`src/common/sys_periph_consts.svh`:
```
`ifndef SYS_PERIPH_CONSTS_SVH
`define SYS_PERIPH_CONSTS_SVH

//--------------------------------------------------------------------------
// Address map (word addresses)
//--------------------------------------------------------------------------
`define SFR_BASE_ADDR   14'h000
`define SFR_DEC_WD      4         // Byte address bits decoded locally

`define WDT_BASE_ADDR   14'h090   // Byte 0x0120
`define WDT_CTL_OFFSET  14'h000   // WDTCTL word

//--------------------------------------------------------------------------
// Watchdog keys
//--------------------------------------------------------------------------
`define WDT_PASSWORD    8'h5A     // Write key in high byte
`define WDT_READ_KEY    8'h69     // Returned on reads

//--------------------------------------------------------------------------
// Build identity
//--------------------------------------------------------------------------
`define CPU_VERSION     3'd3
`define USER_VERSION    5'd0

// Memory sizes in bytes
`define PER_SIZE        512
`define DMEM_SIZE       1024
`define PMEM_SIZE       4096

// Size fields are scaled down before packing
// PER in 512 byte units, DMEM in 128, PMEM in 1k
// Keep sizes multiples of those units

`endif

```
`src/common/sys_periph_pkg.sv`:
```
package sys_periph_pkg;

  // One peripheral bus access, completes in its own cycle
  typedef struct packed {
    logic [13:0] addr;  // Word address
    logic [15:0] din;   // Write data
    logic        en;    // Access strobe
    logic [1:0]  we;    // Byte write enables (zero for a read)
  } per_req_t;

  // Watchdog state seen by the SFR block
  typedef struct packed {
    logic wdtifg;    // Watchdog interrupt flag
    logic wdtnmies;  // High selects falling NMI edge
  } wdt_sfr_t;

  // SFR block strobes towards the watchdog
  typedef struct packed {
    logic wdtie;          // Interrupt enable level
    logic wdtifg_sw_set;  // IFG1 write with bit 0 high
    logic wdtifg_sw_clr;  // IFG1 write with bit 0 low
  } sfr_wdt_t;

  // WDTCTL interval select field
  typedef enum logic [1:0] {
    intvl_32k = 2'd0,  // 32768 mclk
    intvl_8k  = 2'd1,  // 8192 mclk
    intvl_512 = 2'd2,
    intvl_64  = 2'd3
  } wdt_intvl_e;

  // SFR word offsets
  typedef enum logic [2:0] {
    reg_ie1       = 3'd0,
    reg_ifg1      = 3'd1,
    reg_cpu_id_lo = 3'd2,
    reg_cpu_id_hi = 3'd3,
    reg_cpu_nr    = 3'd4
  } sfr_reg_e;

endpackage

```
`src/sfr/sfr_regs.sv`:
```
`timescale 1ns/1ps

`include "sys_periph_consts.svh"

module sfr_regs
  import sys_periph_pkg::*;
(
  input  logic        mclk,
  input  logic        puc_rst,
  input  per_req_t    per_req,       // Shared bus request
  output logic [15:0] per_dout,      // Zero unless read here
  input  logic [7:0]  cpu_nr_inst,   // This instance number
  input  logic [7:0]  cpu_nr_total,  // Instance count minus one
  input  logic        nmi,           // Raw NMI pin
  input  logic        nmi_acc,       // NMI taken by CPU
  input  wdt_sfr_t    wdt_stat,      // From watchdog
  output sfr_wdt_t    wdt_ctl,       // To watchdog
  output logic [31:0] cpu_id,
  output logic        nmi_pnd
);

  localparam logic [13:0] BASE_ADDR = `SFR_BASE_ADDR;
  localparam int          OFF_WD    = `SFR_DEC_WD - 1;  // Word offset bits
  localparam int          NUM_REGS  = 5;

  // Identity fields
  localparam logic [2:0] CPU_VERSION  = `CPU_VERSION;
  localparam logic       CPU_ASIC     = 1'b0;                  // No ASIC clocking
  localparam logic [4:0] USER_VERSION = `USER_VERSION;
  localparam logic [6:0] PER_SPACE    = 7'(`PER_SIZE >> 9);   // 512 byte units
  localparam logic       MPY_INFO     = 1'b0;                  // No multiplier
  localparam logic [8:0] DMEM_SIZE    = 9'(`DMEM_SIZE >> 7);  // 128 byte units
  localparam logic [5:0] PMEM_SIZE    = 6'(`PMEM_SIZE >> 10); // 1k units

  logic                reg_sel;
  sfr_reg_e            reg_off;
  logic [NUM_REGS-1:0] reg_dec;
  logic                reg_lo_wr;
  logic                reg_rd;
  logic                ie1_wr;
  logic                ifg1_wr;
  logic                nmie;
  logic                wdtie;
  logic                nmiifg;
  logic [7:0]          ie1;
  logic [7:0]          ifg1;
  logic [15:0]         cpu_nr;
  logic                nmi_pol;
  logic [1:0]          nmi_sync;
  logic                nmi_dly;
  logic                nmi_edge;

  //--------------------------------------------------------------------------
  // Address decode
  //--------------------------------------------------------------------------

  // Block hit on upper word address bits
  assign reg_sel = per_req.en & (per_req.addr[13:OFF_WD] == BASE_ADDR[13:OFF_WD]);
  assign reg_off = sfr_reg_e'(per_req.addr[OFF_WD-1:0]);

  // One-hot register select, holes decode to nothing
  always_comb begin
    reg_dec = '0;
    case (reg_off)
      reg_ie1:       reg_dec[reg_ie1]       = 1'b1;
      reg_ifg1:      reg_dec[reg_ifg1]      = 1'b1;
      reg_cpu_id_lo: reg_dec[reg_cpu_id_lo] = 1'b1;
      reg_cpu_id_hi: reg_dec[reg_cpu_id_hi] = 1'b1;
      reg_cpu_nr:    reg_dec[reg_cpu_nr]    = 1'b1;
      default:       reg_dec                = '0;
    endcase
  end

  // Writable bits all sit in the low byte
  assign reg_lo_wr = reg_sel & per_req.we[0];
  assign reg_rd    = reg_sel & ~|per_req.we;

  assign ie1_wr  = reg_lo_wr & reg_dec[reg_ie1];
  assign ifg1_wr = reg_lo_wr & reg_dec[reg_ifg1];

  //--------------------------------------------------------------------------
  // IE1
  //--------------------------------------------------------------------------
  always_ff @(posedge mclk or posedge puc_rst) begin
    if (puc_rst) begin
      nmie <= 1'b0;
    end else if (nmi_acc) begin
      nmie <= 1'b0;                 // Accept masks further NMIs
    end else if (ie1_wr) begin
      nmie <= per_req.din[4];
    end
  end

  always_ff @(posedge mclk or posedge puc_rst) begin
    if (puc_rst) begin
      wdtie <= 1'b0;
    end else if (ie1_wr) begin
      wdtie <= per_req.din[0];
    end
  end

  assign ie1 = {3'b000, nmie, 3'b000, wdtie};

  //--------------------------------------------------------------------------
  // IFG1
  //--------------------------------------------------------------------------
  always_ff @(posedge mclk or posedge puc_rst) begin
    if (puc_rst) begin
      nmiifg <= 1'b0;
    end else if (nmi_edge) begin
      nmiifg <= 1'b1;               // Edge wins over software
    end else if (ifg1_wr) begin
      nmiifg <= per_req.din[4];
    end
  end

  // Watchdog flag lives in the timer, only strobes go out
  assign wdt_ctl = '{
    wdtie:         wdtie,
    wdtifg_sw_set: ifg1_wr & per_req.din[0],
    wdtifg_sw_clr: ifg1_wr & ~per_req.din[0]
  };

  assign ifg1 = {3'b000, nmiifg, 3'b000, wdt_stat.wdtifg};

  // Identity layout
  //   LO  [15:9] per space  [8:4] user ver  [3] asic  [2:0] cpu ver
  //   HI  [15:10] pmem      [9:1] dmem      [0] mpy
  assign cpu_id = {PMEM_SIZE, DMEM_SIZE, MPY_INFO,
                   PER_SPACE, USER_VERSION, CPU_ASIC, CPU_VERSION};

  assign cpu_nr = {cpu_nr_total, cpu_nr_inst};  // Total in high byte

  //--------------------------------------------------------------------------
  // NMI capture
  //--------------------------------------------------------------------------

  // Polarity folded in so a rising edge is always the active one
  assign nmi_pol = nmi ^ wdt_stat.wdtnmies;

  always_ff @(posedge mclk or posedge puc_rst) begin
    if (puc_rst) begin
      nmi_sync <= 2'b00;
      nmi_dly  <= 1'b0;
    end else begin
      nmi_sync <= {nmi_sync[0], nmi_pol};  // Two flop sync
      nmi_dly  <= nmi_sync[1];
    end
  end

  assign nmi_edge = nmi_sync[1] & ~nmi_dly;
  assign nmi_pnd  = nmiifg & nmie;

  //--------------------------------------------------------------------------
  // Read data
  //--------------------------------------------------------------------------
  assign per_dout = ({8'h00, ie1}   & {16{reg_rd & reg_dec[reg_ie1]}})       |
                    ({8'h00, ifg1}  & {16{reg_rd & reg_dec[reg_ifg1]}})      |
                    (cpu_id[15:0]   & {16{reg_rd & reg_dec[reg_cpu_id_lo]}}) |
                    (cpu_id[31:16]  & {16{reg_rd & reg_dec[reg_cpu_id_hi]}}) |
                    (cpu_nr         & {16{reg_rd & reg_dec[reg_cpu_nr]}});

endmodule

```
`src/watchdog/watchdog_timer.sv`:
```
`timescale 1ns/1ps

`include "sys_periph_consts.svh"

module watchdog_timer
  import sys_periph_pkg::*;
(
  input  logic        mclk,
  input  logic        puc_rst,
  input  per_req_t    per_req,      // Shared bus request
  output logic [15:0] per_dout,     // Zero unless read here
  input  sfr_wdt_t    sfr_ctl,      // Enable and flag strobes
  output wdt_sfr_t    wdt_stat,     // Flag and NMI edge select
  input  logic        wdt_irq_acc,  // Interval IRQ taken
  output logic        wdt_irq,
  output logic        wdt_reset     // One cycle reset request
);

  localparam logic [13:0] CTL_ADDR = `WDT_BASE_ADDR + `WDT_CTL_OFFSET;

  logic        reg_sel;
  logic        ctl_wr;
  logic        ctl_rd;
  logic        pw_ok;
  logic        pw_err;
  logic        cfg_wr;
  logic        cntcl_wr;
  logic        wdthold;
  logic        wdtnmies;
  logic        wdttmsel;
  wdt_intvl_e  wdtis;
  logic [7:0]  wdtctl;
  logic [15:0] wdtcnt;
  logic [15:0] cnt_limit;
  logic        cnt_expire;
  logic        wdtifg;
  logic        ifg_set;
  logic        ifg_clr;

  //--------------------------------------------------------------------------
  // WDTCTL access and password
  //--------------------------------------------------------------------------
  assign reg_sel = per_req.en & (per_req.addr == CTL_ADDR);
  assign ctl_wr  = reg_sel & |per_req.we;
  assign ctl_rd  = reg_sel & ~|per_req.we;

  // Key checked on any write, whatever the byte enables
  assign pw_ok  = (per_req.din[15:8] == `WDT_PASSWORD);
  assign pw_err = ctl_wr & ~pw_ok;

  // Control bits only change with good key and low byte enabled
  assign cfg_wr   = ctl_wr & pw_ok & per_req.we[0];
  assign cntcl_wr = cfg_wr & per_req.din[3];   // Strobe only, not stored

  always_ff @(posedge mclk or posedge puc_rst) begin
    if (puc_rst) begin
      wdthold  <= 1'b0;
      wdtnmies <= 1'b0;
      wdttmsel <= 1'b0;          // Watchdog mode
      wdtis    <= intvl_32k;
    end else if (cfg_wr) begin
      wdthold  <= per_req.din[7];
      wdtnmies <= per_req.din[6];
      wdttmsel <= per_req.din[4];
      wdtis    <= wdt_intvl_e'(per_req.din[1:0]);
    end
  end

  // Bit 5 and 2 unimplemented, CNTCL reads back as 0
  assign wdtctl = {wdthold, wdtnmies, 1'b0, wdttmsel, 1'b0, 1'b0, wdtis};

  //--------------------------------------------------------------------------
  // Interval counter
  //--------------------------------------------------------------------------

  // Terminal count per interval select
  always_comb begin
    case (wdtis)
      intvl_32k: cnt_limit = 16'h7fff;
      intvl_8k:  cnt_limit = 16'h1fff;
      intvl_512: cnt_limit = 16'h01ff;
      default:   cnt_limit = 16'h003f;   // intvl_64
    endcase
  end

  // A clear on the terminal cycle cancels the expiry
  assign cnt_expire = ~wdthold & (wdtcnt == cnt_limit) & ~cntcl_wr;

  always_ff @(posedge mclk or posedge puc_rst) begin
    if (puc_rst) begin
      wdtcnt <= 16'h0000;
    end else if (cntcl_wr | cnt_expire) begin
      wdtcnt <= 16'h0000;                // Wrap or software clear
    end else if (~wdthold) begin
      wdtcnt <= wdtcnt + 16'd1;
    end
  end

  //--------------------------------------------------------------------------
  // Flag, interrupt and reset request
  //--------------------------------------------------------------------------
  assign ifg_set = cnt_expire | sfr_ctl.wdtifg_sw_set;
  assign ifg_clr = sfr_ctl.wdtifg_sw_clr | wdt_irq_acc;

  always_ff @(posedge mclk or posedge puc_rst) begin
    if (puc_rst) begin
      wdtifg <= 1'b0;
    end else if (ifg_set) begin
      wdtifg <= 1'b1;                    // Set has priority
    end else if (ifg_clr) begin
      wdtifg <= 1'b0;
    end
  end

  // Interrupt only in interval mode
  assign wdt_irq = wdtifg & sfr_ctl.wdtie & wdttmsel;

  // Bad key or watchdog mode expiry, one cycle after the edge
  always_ff @(posedge mclk or posedge puc_rst) begin
    if (puc_rst) begin
      wdt_reset <= 1'b0;
    end else begin
      wdt_reset <= pw_err | (cnt_expire & ~wdttmsel);
    end
  end

  assign wdt_stat = '{
    wdtifg:   wdtifg,
    wdtnmies: wdtnmies
  };

  // Read returns key byte over control byte
  assign per_dout = {`WDT_READ_KEY, wdtctl} & {16{ctl_rd}};

endmodule

```
`src/verilog/sys_periph_top.sv`:
```
`timescale 1ns/1ps

module sys_periph_top
  import sys_periph_pkg::*;
(
  input  logic        mclk,
  input  logic        puc_rst,
  input  per_req_t    per_req,       // Bus request to both blocks
  output logic [15:0] per_dout,      // Merged read data
  input  logic [7:0]  cpu_nr_inst,
  input  logic [7:0]  cpu_nr_total,
  input  logic        nmi,           // Asynchronous NMI pin
  input  logic        nmi_acc,
  input  logic        wdt_irq_acc,
  output logic [31:0] cpu_id,
  output logic        nmi_pnd,
  output logic        wdt_irq,
  output logic        wdt_reset
);

  sfr_wdt_t    sfr_to_wdt;    // Enable level and flag strobes
  wdt_sfr_t    wdt_to_sfr;    // Flag and edge select
  logic [15:0] sfr_dout;
  logic [15:0] wdt_dout;

  // Special function registers
  sfr_regs u_sfr (
    .mclk         (mclk),
    .puc_rst      (puc_rst),
    .per_req      (per_req),
    .per_dout     (sfr_dout),
    .cpu_nr_inst  (cpu_nr_inst),
    .cpu_nr_total (cpu_nr_total),
    .nmi          (nmi),
    .nmi_acc      (nmi_acc),
    .wdt_stat     (wdt_to_sfr),
    .wdt_ctl      (sfr_to_wdt),
    .cpu_id       (cpu_id),
    .nmi_pnd      (nmi_pnd)
  );

  // Watchdog timer with its WDTCTL
  watchdog_timer u_wdt (
    .mclk        (mclk),
    .puc_rst     (puc_rst),
    .per_req     (per_req),
    .per_dout    (wdt_dout),
    .sfr_ctl     (sfr_to_wdt),
    .wdt_stat    (wdt_to_sfr),
    .wdt_irq_acc (wdt_irq_acc),
    .wdt_irq     (wdt_irq),
    .wdt_reset   (wdt_reset)
  );

  // Unselected block drives zero so OR is enough
  assign per_dout = sfr_dout | wdt_dout;

endmodule

```
`config.mk`:
```
export PLATFORM = sky130hd
export DESIGN_NAME = sys_periph_top
export DESIGN_NICKNAME = d
export VERILOG_FILES = /design/src/common/sys_periph_pkg.sv /design/src/sfr/sfr_regs.sv /design/src/watchdog/watchdog_timer.sv /design/src/verilog/sys_periph_top.sv
export VERILOG_INCLUDE_DIRS = /design/src /design/src/common
export SDC_FILE = /design/constraint.sdc
export NUM_CORES = 1
export LEC_CHECK = 0
export ABC_CLOCK_PERIOD_IN_PS = 2430
export BUFFER_PORTS_ARGS = -buffer_cell sky130_fd_sc_hd__buf_4
export CORE_MARGIN = 2
export CORE_UTILIZATION = 33
export CTS_CLUSTER_SIZE = 28
export DETAILED_ROUTE_END_ITERATION = 8
export SLEW_MARGIN = 20
export SYNTH_ARGS = -nofsm -noshare
export SYNTH_HDL_FRONTEND = slang
export SYNTH_HIERARCHICAL = 1
export SYNTH_SLANG_ARGS = --single-unit
```
`constraint.sdc`:
```
create_clock -name mclk -period 2.43 [get_ports mclk]
set_input_delay 0.1215 -clock mclk [delete_from_list [all_inputs] [get_ports mclk]]
set_output_delay 0.1215 -clock mclk [all_outputs]
set_load 0.005 [all_outputs]
```
# Word-level counts from Yosys, hierarchy flattened
# Index checks and enable logic that the tools add are counted.
[classes]
n_reduce_logical = 8
mul = 0
n_eq_ne = 10
n_addsub = 1
shift = 0
n_mux = 14
n_lt_le_gt_ge = 0
bitwise = 46
div_mod_pow = 0
[ops]
columns = ["operator", "count"]
rows = [
  ["bitwise OR 16 bit", 3],
  ["one-hot mux 15 bit (3 select lines)", 1],
  ["AND 5 x 16 -> 16 bit", 2],
  ["2-to-1 mux 16 bit", 2],
  ["AND 1 bit", 26],
  ["adder 16 x 1 -> 16 bit (second input constant)", 1],
  ["AND 15 x 16 -> 16 bit", 1],
  ["AND 16 bit", 1],
  ["equality test 16 x 15 -> 1 bit", 1],
  ["bitwise OR 16 x 10 -> 16 bit", 1],
  ["bitwise OR 16 x 13 -> 16 bit", 1],
  ["equality test 14 x 8 -> 1 bit (second input constant)", 1],
  ["logical NOT 11 bit", 1],
  ["2-to-1 mux 1 bit", 11],
  ["equality test 8 x 7 -> 1 bit (second input constant)", 1],
  ["equality test 3 x 2 -> 1 bit (second input constant)", 2],
  ["NOT 1 bit", 6],
  ["nonzero test 2 bit", 3],
  ["bitwise OR 1 bit", 4],
  ["equality test 3 x 1 -> 1 bit (second input constant)", 1],
  ["equality test 3 bit (second input constant)", 1],
  ["logical NOT 3 bit", 1],
  ["equality test 2 x 1 -> 1 bit (second input constant)", 1],
  ["equality test 2 bit (second input constant)", 1],
  ["5 further kinds", 5],
]
[totals]
reg_bits = 29
in_bits = 54
ram_bits = 0
romBits = 0
memories = 0
output_inout_bits = 51
latch_bits = 0

# Longest topological paths before layout
[logic_depth]
word_depth = 10
ltp_mapped = 8

# Cells and area by module
# The synthesis kept the hierarchy.
[modules_own_cells]
columns = ["module", "cells_per_inst", "seq_area_each_um2", "instances", "area_per_inst_um2"]
rows = [
  ["watchdog_timer", 141, 575.6, 1, 1342.5],
  ["sfr_regs", 99, 150.1, 1, 822.0],
  ["sys_periph_top", 16, 0.0, 1, 100.1],
]

# Worst setup path before layout
# OpenSTA, ideal clock, no wires.
[synth_timing]
path_kind = "register -> register"
startpoint = "reg u_wdt.wdtcnt[9]"
endpoint = "reg u_wdt.wdtcnt[5]"
synth_period_minus_slack_ns = 1.796
arrival_time_ns = 1.677
required_ns = 2.311
slack_ns = 0.634
path_stages_with_launch = 8
setup_ns = 0.119
path_cell_list = "dfrtp_1 -> or4b_1 -> a211oi_1 -> o2111ai_1 -> nand2b_1 -> buf_6 -> buf_8 -> nor2_1"
[synth_via]
elab_chain_len = 5
[synth_rtl]
columns = ["element", "line", "source"]
rows = [
  ["from (decl)", "watchdog_timer.sv:33", "logic [15:0] wdtcnt;"],
  ["from (signal assigned)", "watchdog_timer.sv:95", "wdtcnt <= wdtcnt + 16'd1;"],
  ["equality test 16 x 15 -> 1 bit (*)", "watchdog_timer.sv:87", "assign cnt_expire = ~wdthold & (wdtcnt == cnt_limit) & ~cntcl_wr;"],
  ["AND 1 bit (*) (2 in series)", "watchdog_timer.sv:87", ""],
  ["bitwise OR 1 bit (*)", "watchdog_timer.sv:92", "end else if (cntcl_wr | cnt_expire) begin"],
  ["!= test 2 bit (no line) or 2-to-1 mux 16 bit (tied branches)", "--", ""],
]
# Every way passes the cells marked *; elsewhere a longest branch is shown, timed or not.
# A chain may end at the register's enable or synchronous reset.

# Worst setup path after layout
[layout_timing]
startpoint = "reg u_wdt.wdtis[1]"
endpoint = "reg u_wdt.wdtcnt[6]"
[layout_via]
elab_chain_len = 7
[layout_rtl]
columns = ["element", "line", "source"]
rows = [
  ["from (decl)", "watchdog_timer.sv:31", "wdt_intvl_e wdtis;"],
  ["from (signal assigned)", "watchdog_timer.sv:60", "wdtis <= intvl_32k;"],
  ["from (signal assigned)", "watchdog_timer.sv:65", "wdtis <= wdt_intvl_e'(per_req.din[1:0]);"],
  ["equality test 2 bit (tied with other cells)", "watchdog_timer.sv:78", "case (wdtis)"],
  ["one-hot mux 15 bit (3 select lines) (*)", "watchdog_timer.sv:78", ""],
  ["equality test 16 x 15 -> 1 bit (*)", "watchdog_timer.sv:87", ""],
  ["AND 1 bit (*) (2 in series)", "watchdog_timer.sv:87", ""],
  ["bitwise OR 1 bit (*)", "watchdog_timer.sv:92", ""],
  ["!= test 2 bit (no line) or 2-to-1 mux 16 bit (tied branches)", "--", ""],
]
# Marked as above.

==> out/summary.log <==
[pwr] power spent charging and discharging nets 0.242 mW
[timing] summed negative setup slack over all endpoints 0 ns
[place] Worst Setup Slack post-DPL 0.508 ns
[timing] count of final hold-check violations 0
[finish] non-filler instance count after layout 403
[cts] cts bufs inserted 5
[timing] slew of the pin with the lowest slew margin 0.886 ns
[worst_setup_path] data arrival at the endpoint of the critical path 2.07 ns
[floorplanning] floorplan row count 30
[finish] number of inserted filler cells in the final layout 701
[floorplanning] starting density of the core 0.337
[worst_setup_path] startpoint kind of the worst setup timing path register
[pwr] switching part of the total power 0.228
[timing] endpoints failing setup 0
[finish] NumNets Final 377
[finish] total area of multi-input combinational cells 0.00126 mm^2
[worst_setup_path] Largest stage delay, worst path 0.49 ns
[worst_hold_path] Hold Path Class primary input to register
[floorplanning] I/O Pins 105
[pwr] part of the total power dissipated in combinational logic 0.133
[route] remaining number of nets flagged by the antenna check after routing 0
[global_routing] first-pass GRT wire length 7480 um
[finish] final core utilization 0.412
[synthesis] number of unique standard cell types used by synthesis 44
[timing] setup repair after global routing missed its margin no
[worst_hold_path] beginning of the worst hold path nmi
[timing] fin crit period 1.90 ns
[worst_setup_path] cell breakdown of the critical path or4b_1, a211oi_1, o2111ai_1, nand2b_1, buf_4, nor2_1
[timing] final slew viol count 0
[finish] most used cells in the layout excluding fill and tap cells buf_4, conb_1, nor2_1, dfrtp_1, and2_1
[synthesis] Synth area leaders dfrtp_1, buf_4, nor2_1
[finish] sequential cell area in the final layout 726 um^2
[route] ratio of routed vias to standard cells 4.35
[worst_setup_path] required time at the worst-slack endpoint 2.59 ns
[synthesis] share of the synthesized area in the top cell type 0.320
[place] # placed instances 393
[route] number of iterations in the first detailed-routing pass 4
[worst_setup_path] Critical Path End Type register
[run] count of maximum capacitance violations 0
[route] detailed-route wire length per cell 11.6 um
[worst_setup_path] capture instance of the worst register-to-register path u_wdt/wdtcnt[6]
[global_routing] overall global routing resource usage 0.127
[cts] number of gates given a new drive strength after cts 0
[global_routing] pin count of the biggest net entering global routing 24
[cts] CTS Sinks 29
[worst_setup_path] reg2reg path depth 6
[pwr] static leakage 1.42 nW
[worst_setup_path] critical register-to-register path startpoint u_wdt/wdtis[1]
[pwr] pwr/cell area 384 mW/mm^2
[worst_setup_path] maximum fanout along the worst path 16
[floorplanning] die width 86.8 um
[worst_hold_path] Cells on Worst Hold Path 2
[worst_setup_path] master of the slowest instance on the critical path dfrtp_1
[route] Detailed Route WL 4660 um
[synthesis] number of enable flip-flop cells after synthesis 0
[synthesis] area of the mapped netlist 0.00226 mm^2
[finish] number of inserted diodes 0
[timing] Post-Route Hold Slack 0.0223 ns
[timing] Clock Skews 0.000703 ns
[place] placed wire-length estimate 3750 um
[global_routing] GR Overflow Total 0
[route] DRC violations left 0
[timing] Worst slew margin 0.408
[finish] commonest non-fill, non-tap cell in the layout buf_4
[pwr] Seq pwr share 0.462
[place] Cell Area, Placed 0.00265 mm^2
[synthesis] synthesized instance count 256
[global_routing] antenna violations before repair 0
[worst_setup_path] CP delay by family, top simple AND/OR/NAND/NOR gates
[place] RePlAce Congestion 0.826
[cts] root buffer cell clkbuf_8
[finish] fin area 0.00277 mm^2
[synthesis] largest area contributor in the synthesized netlist dfrtp_1
[cts] CTS tree yes
[synthesis] Async SR Flop Fraction 1.00
[pwr] Internal Power 0.821 mW
[synthesis] mean post-synth cell area 8.85 um^2
[cts] clock buffer depth 2
[outcome] outcome complete, no violations
[route] Vias 1755
[floorplanning] Vert. Die Dim 86.8 um
[worst_setup_path] worst reg-to-reg setup slack 0.53 ns
[floorplanning] Die Footprint 0.00754 mm^2
[synthesis] sequential element share of the synthesized area 0.320
[global_routing] number of global-route vias before repair 1627
[worst_setup_path] critical path buffer and inverter count 1
[place] PortBufs 70
[timing] fmax 525 MHz
[finish] area growth from synthesis to final layout 22.3%
[floorplanning] area of the core 0.00672 mm^2
[timing] PnR worst setup slack 0.526 ns
[cts] number of H-tree levels 2
[cts] clk slew on worst S/H paths 0.06 ns
[finish] fraction of layout cells with a size suffix above 1 0.285
[synthesis] flip-flop and latch count after synthesis 29
[pwr] proportion of power drawn by the clock network 0.405
[worst_setup_path] Worst Path Class, Setup register to register
[synthesis] predominant post-synthesis flop cell dfrtp_1
[timing] Final Cycle Share 0.783
[synthesis] Yosys warnings 6
[route] DRC marker count from the first detailed-route iteration 54
[pwr] total power consumption of the routed design 1.06 mW
[worst_hold_path] hold-critical path endpoint u_sfr/nmi_sync[0]
[pwr] Peak VDD IR 0.428 mV
[cts] Worst-Skew Late Latency 0.27 ns
==> cell families after synthesis <==
logic type	count (synthesis)	share of synthesized area
flops	29	0.320
compound gates	18	0.0514
xor+xnor	16	0.0619
fa+ha+maj	1	0.00552
buf+inv	57	0.183
mux	9	0.0425
simple gates	123	0.330
other cells	3	0.00497
==> timing repair <==
action,4_1_cts,5_1_grt
hold endpoints to repair,7,0
buffers inserted,0,0
hold buffers,2,0
==> how the worst max path moves through the flow <==
stage	from	end	depth (start not counted)	slack, ns
floorplan	u_wdt/wdtcnt[9]	u_wdt/wdtcnt[5]	7	0.63
global placement	u_wdt/wdtis[1]	u_wdt/wdtcnt[1]	6	0.52
detailed placement	u_wdt/wdtis[1]	u_wdt/wdtcnt[6]	6	0.51
finish	u_wdt/wdtis[1]	u_wdt/wdtcnt[6]	6	0.53
CTS	u_wdt/wdtis[1]	u_wdt/wdtcnt[6]	6	0.50
global route	u_wdt/wdtis[1]	u_wdt/wdtcnt[1]	6	0.37
==> state kept, by name, indices dropped and copies added, names as in the netlist <==
register / flops
u_sfr/nmi_dly: 1
u_sfr/nmi_sync: 2
u_sfr/nmie: 1
u_sfr/nmiifg: 1
u_sfr/wdtie: 1
u_wdt/wdt_reset: 1
u_wdt/wdtcnt: 16
u_wdt/wdthold: 1
u_wdt/wdtifg: 1
u_wdt/wdtis: 2
u_wdt/wdtnmies: 1
u_wdt/wdttmsel: 1
==> worst register-to-register path: cells and delay by family, from the launching register on <==
kind                   cells  cell delay, ns
and+or+nand+nor            3            0.65
DFF                        1            0.49
AOI/OAI and AO/OA          2            0.44
buffers and inverters      1            0.21
==> power by group through the flow <==
stage | Sequential [mW] | Combinational, mW | Clock, mW
after global placement | 0.500 | 0.137 | 0
after detailed placement | 0.500 | 0.140 | 0
after global routing | 0.492 | 0.158 | 0.468
final | 0.492 | 0.141 | 0.431
after floorplan | 0.499 | 0.0962 | 0
after CTS | 0.491 | 0.142 | 0.445
==> cell type report <==
type	instances	area share
Clock buffer	7	0.0348
Sequential cell	29	0.262
Inverter	6	0.00813
Tap cell	80	0.0361
Multi-Input combinational cell	206	0.455
Clock inverter	1	0.00181
Timing Repair Buffer	74	0.202
==> cell usage after synthesis (2+ instances only) <==
cell / number
mux2_2: 5
xor2_1: 12
nor4_4: 2
nand3b_1: 2
nor2b_1: 2
xnor2_1: 4
buf_6: 2
conb_1: 3
buf_4: 46
o21ai_0: 4
nand4_1: 4
nand2_1: 14
nand4b_1: 2
inv_1: 6
nor4bb_1: 4
nor2_1: 30
nor4_1: 3
mux2i_1: 4
a21o_1: 2
nand3_1: 8
nor4b_1: 2
nand2b_1: 4
and2_1: 17
nor3_1: 6
a21oi_1: 6
or2_1: 16
dfrtp_1: 29
==> per-layer routing <==
metal	wire length, um	track usage
met1	2270	0.171
met2	1970	0.194
met3	341	0.0324
met4	79	0.0540
met5	0	0
Note: power is estimated with default switching activity, not from simulation.
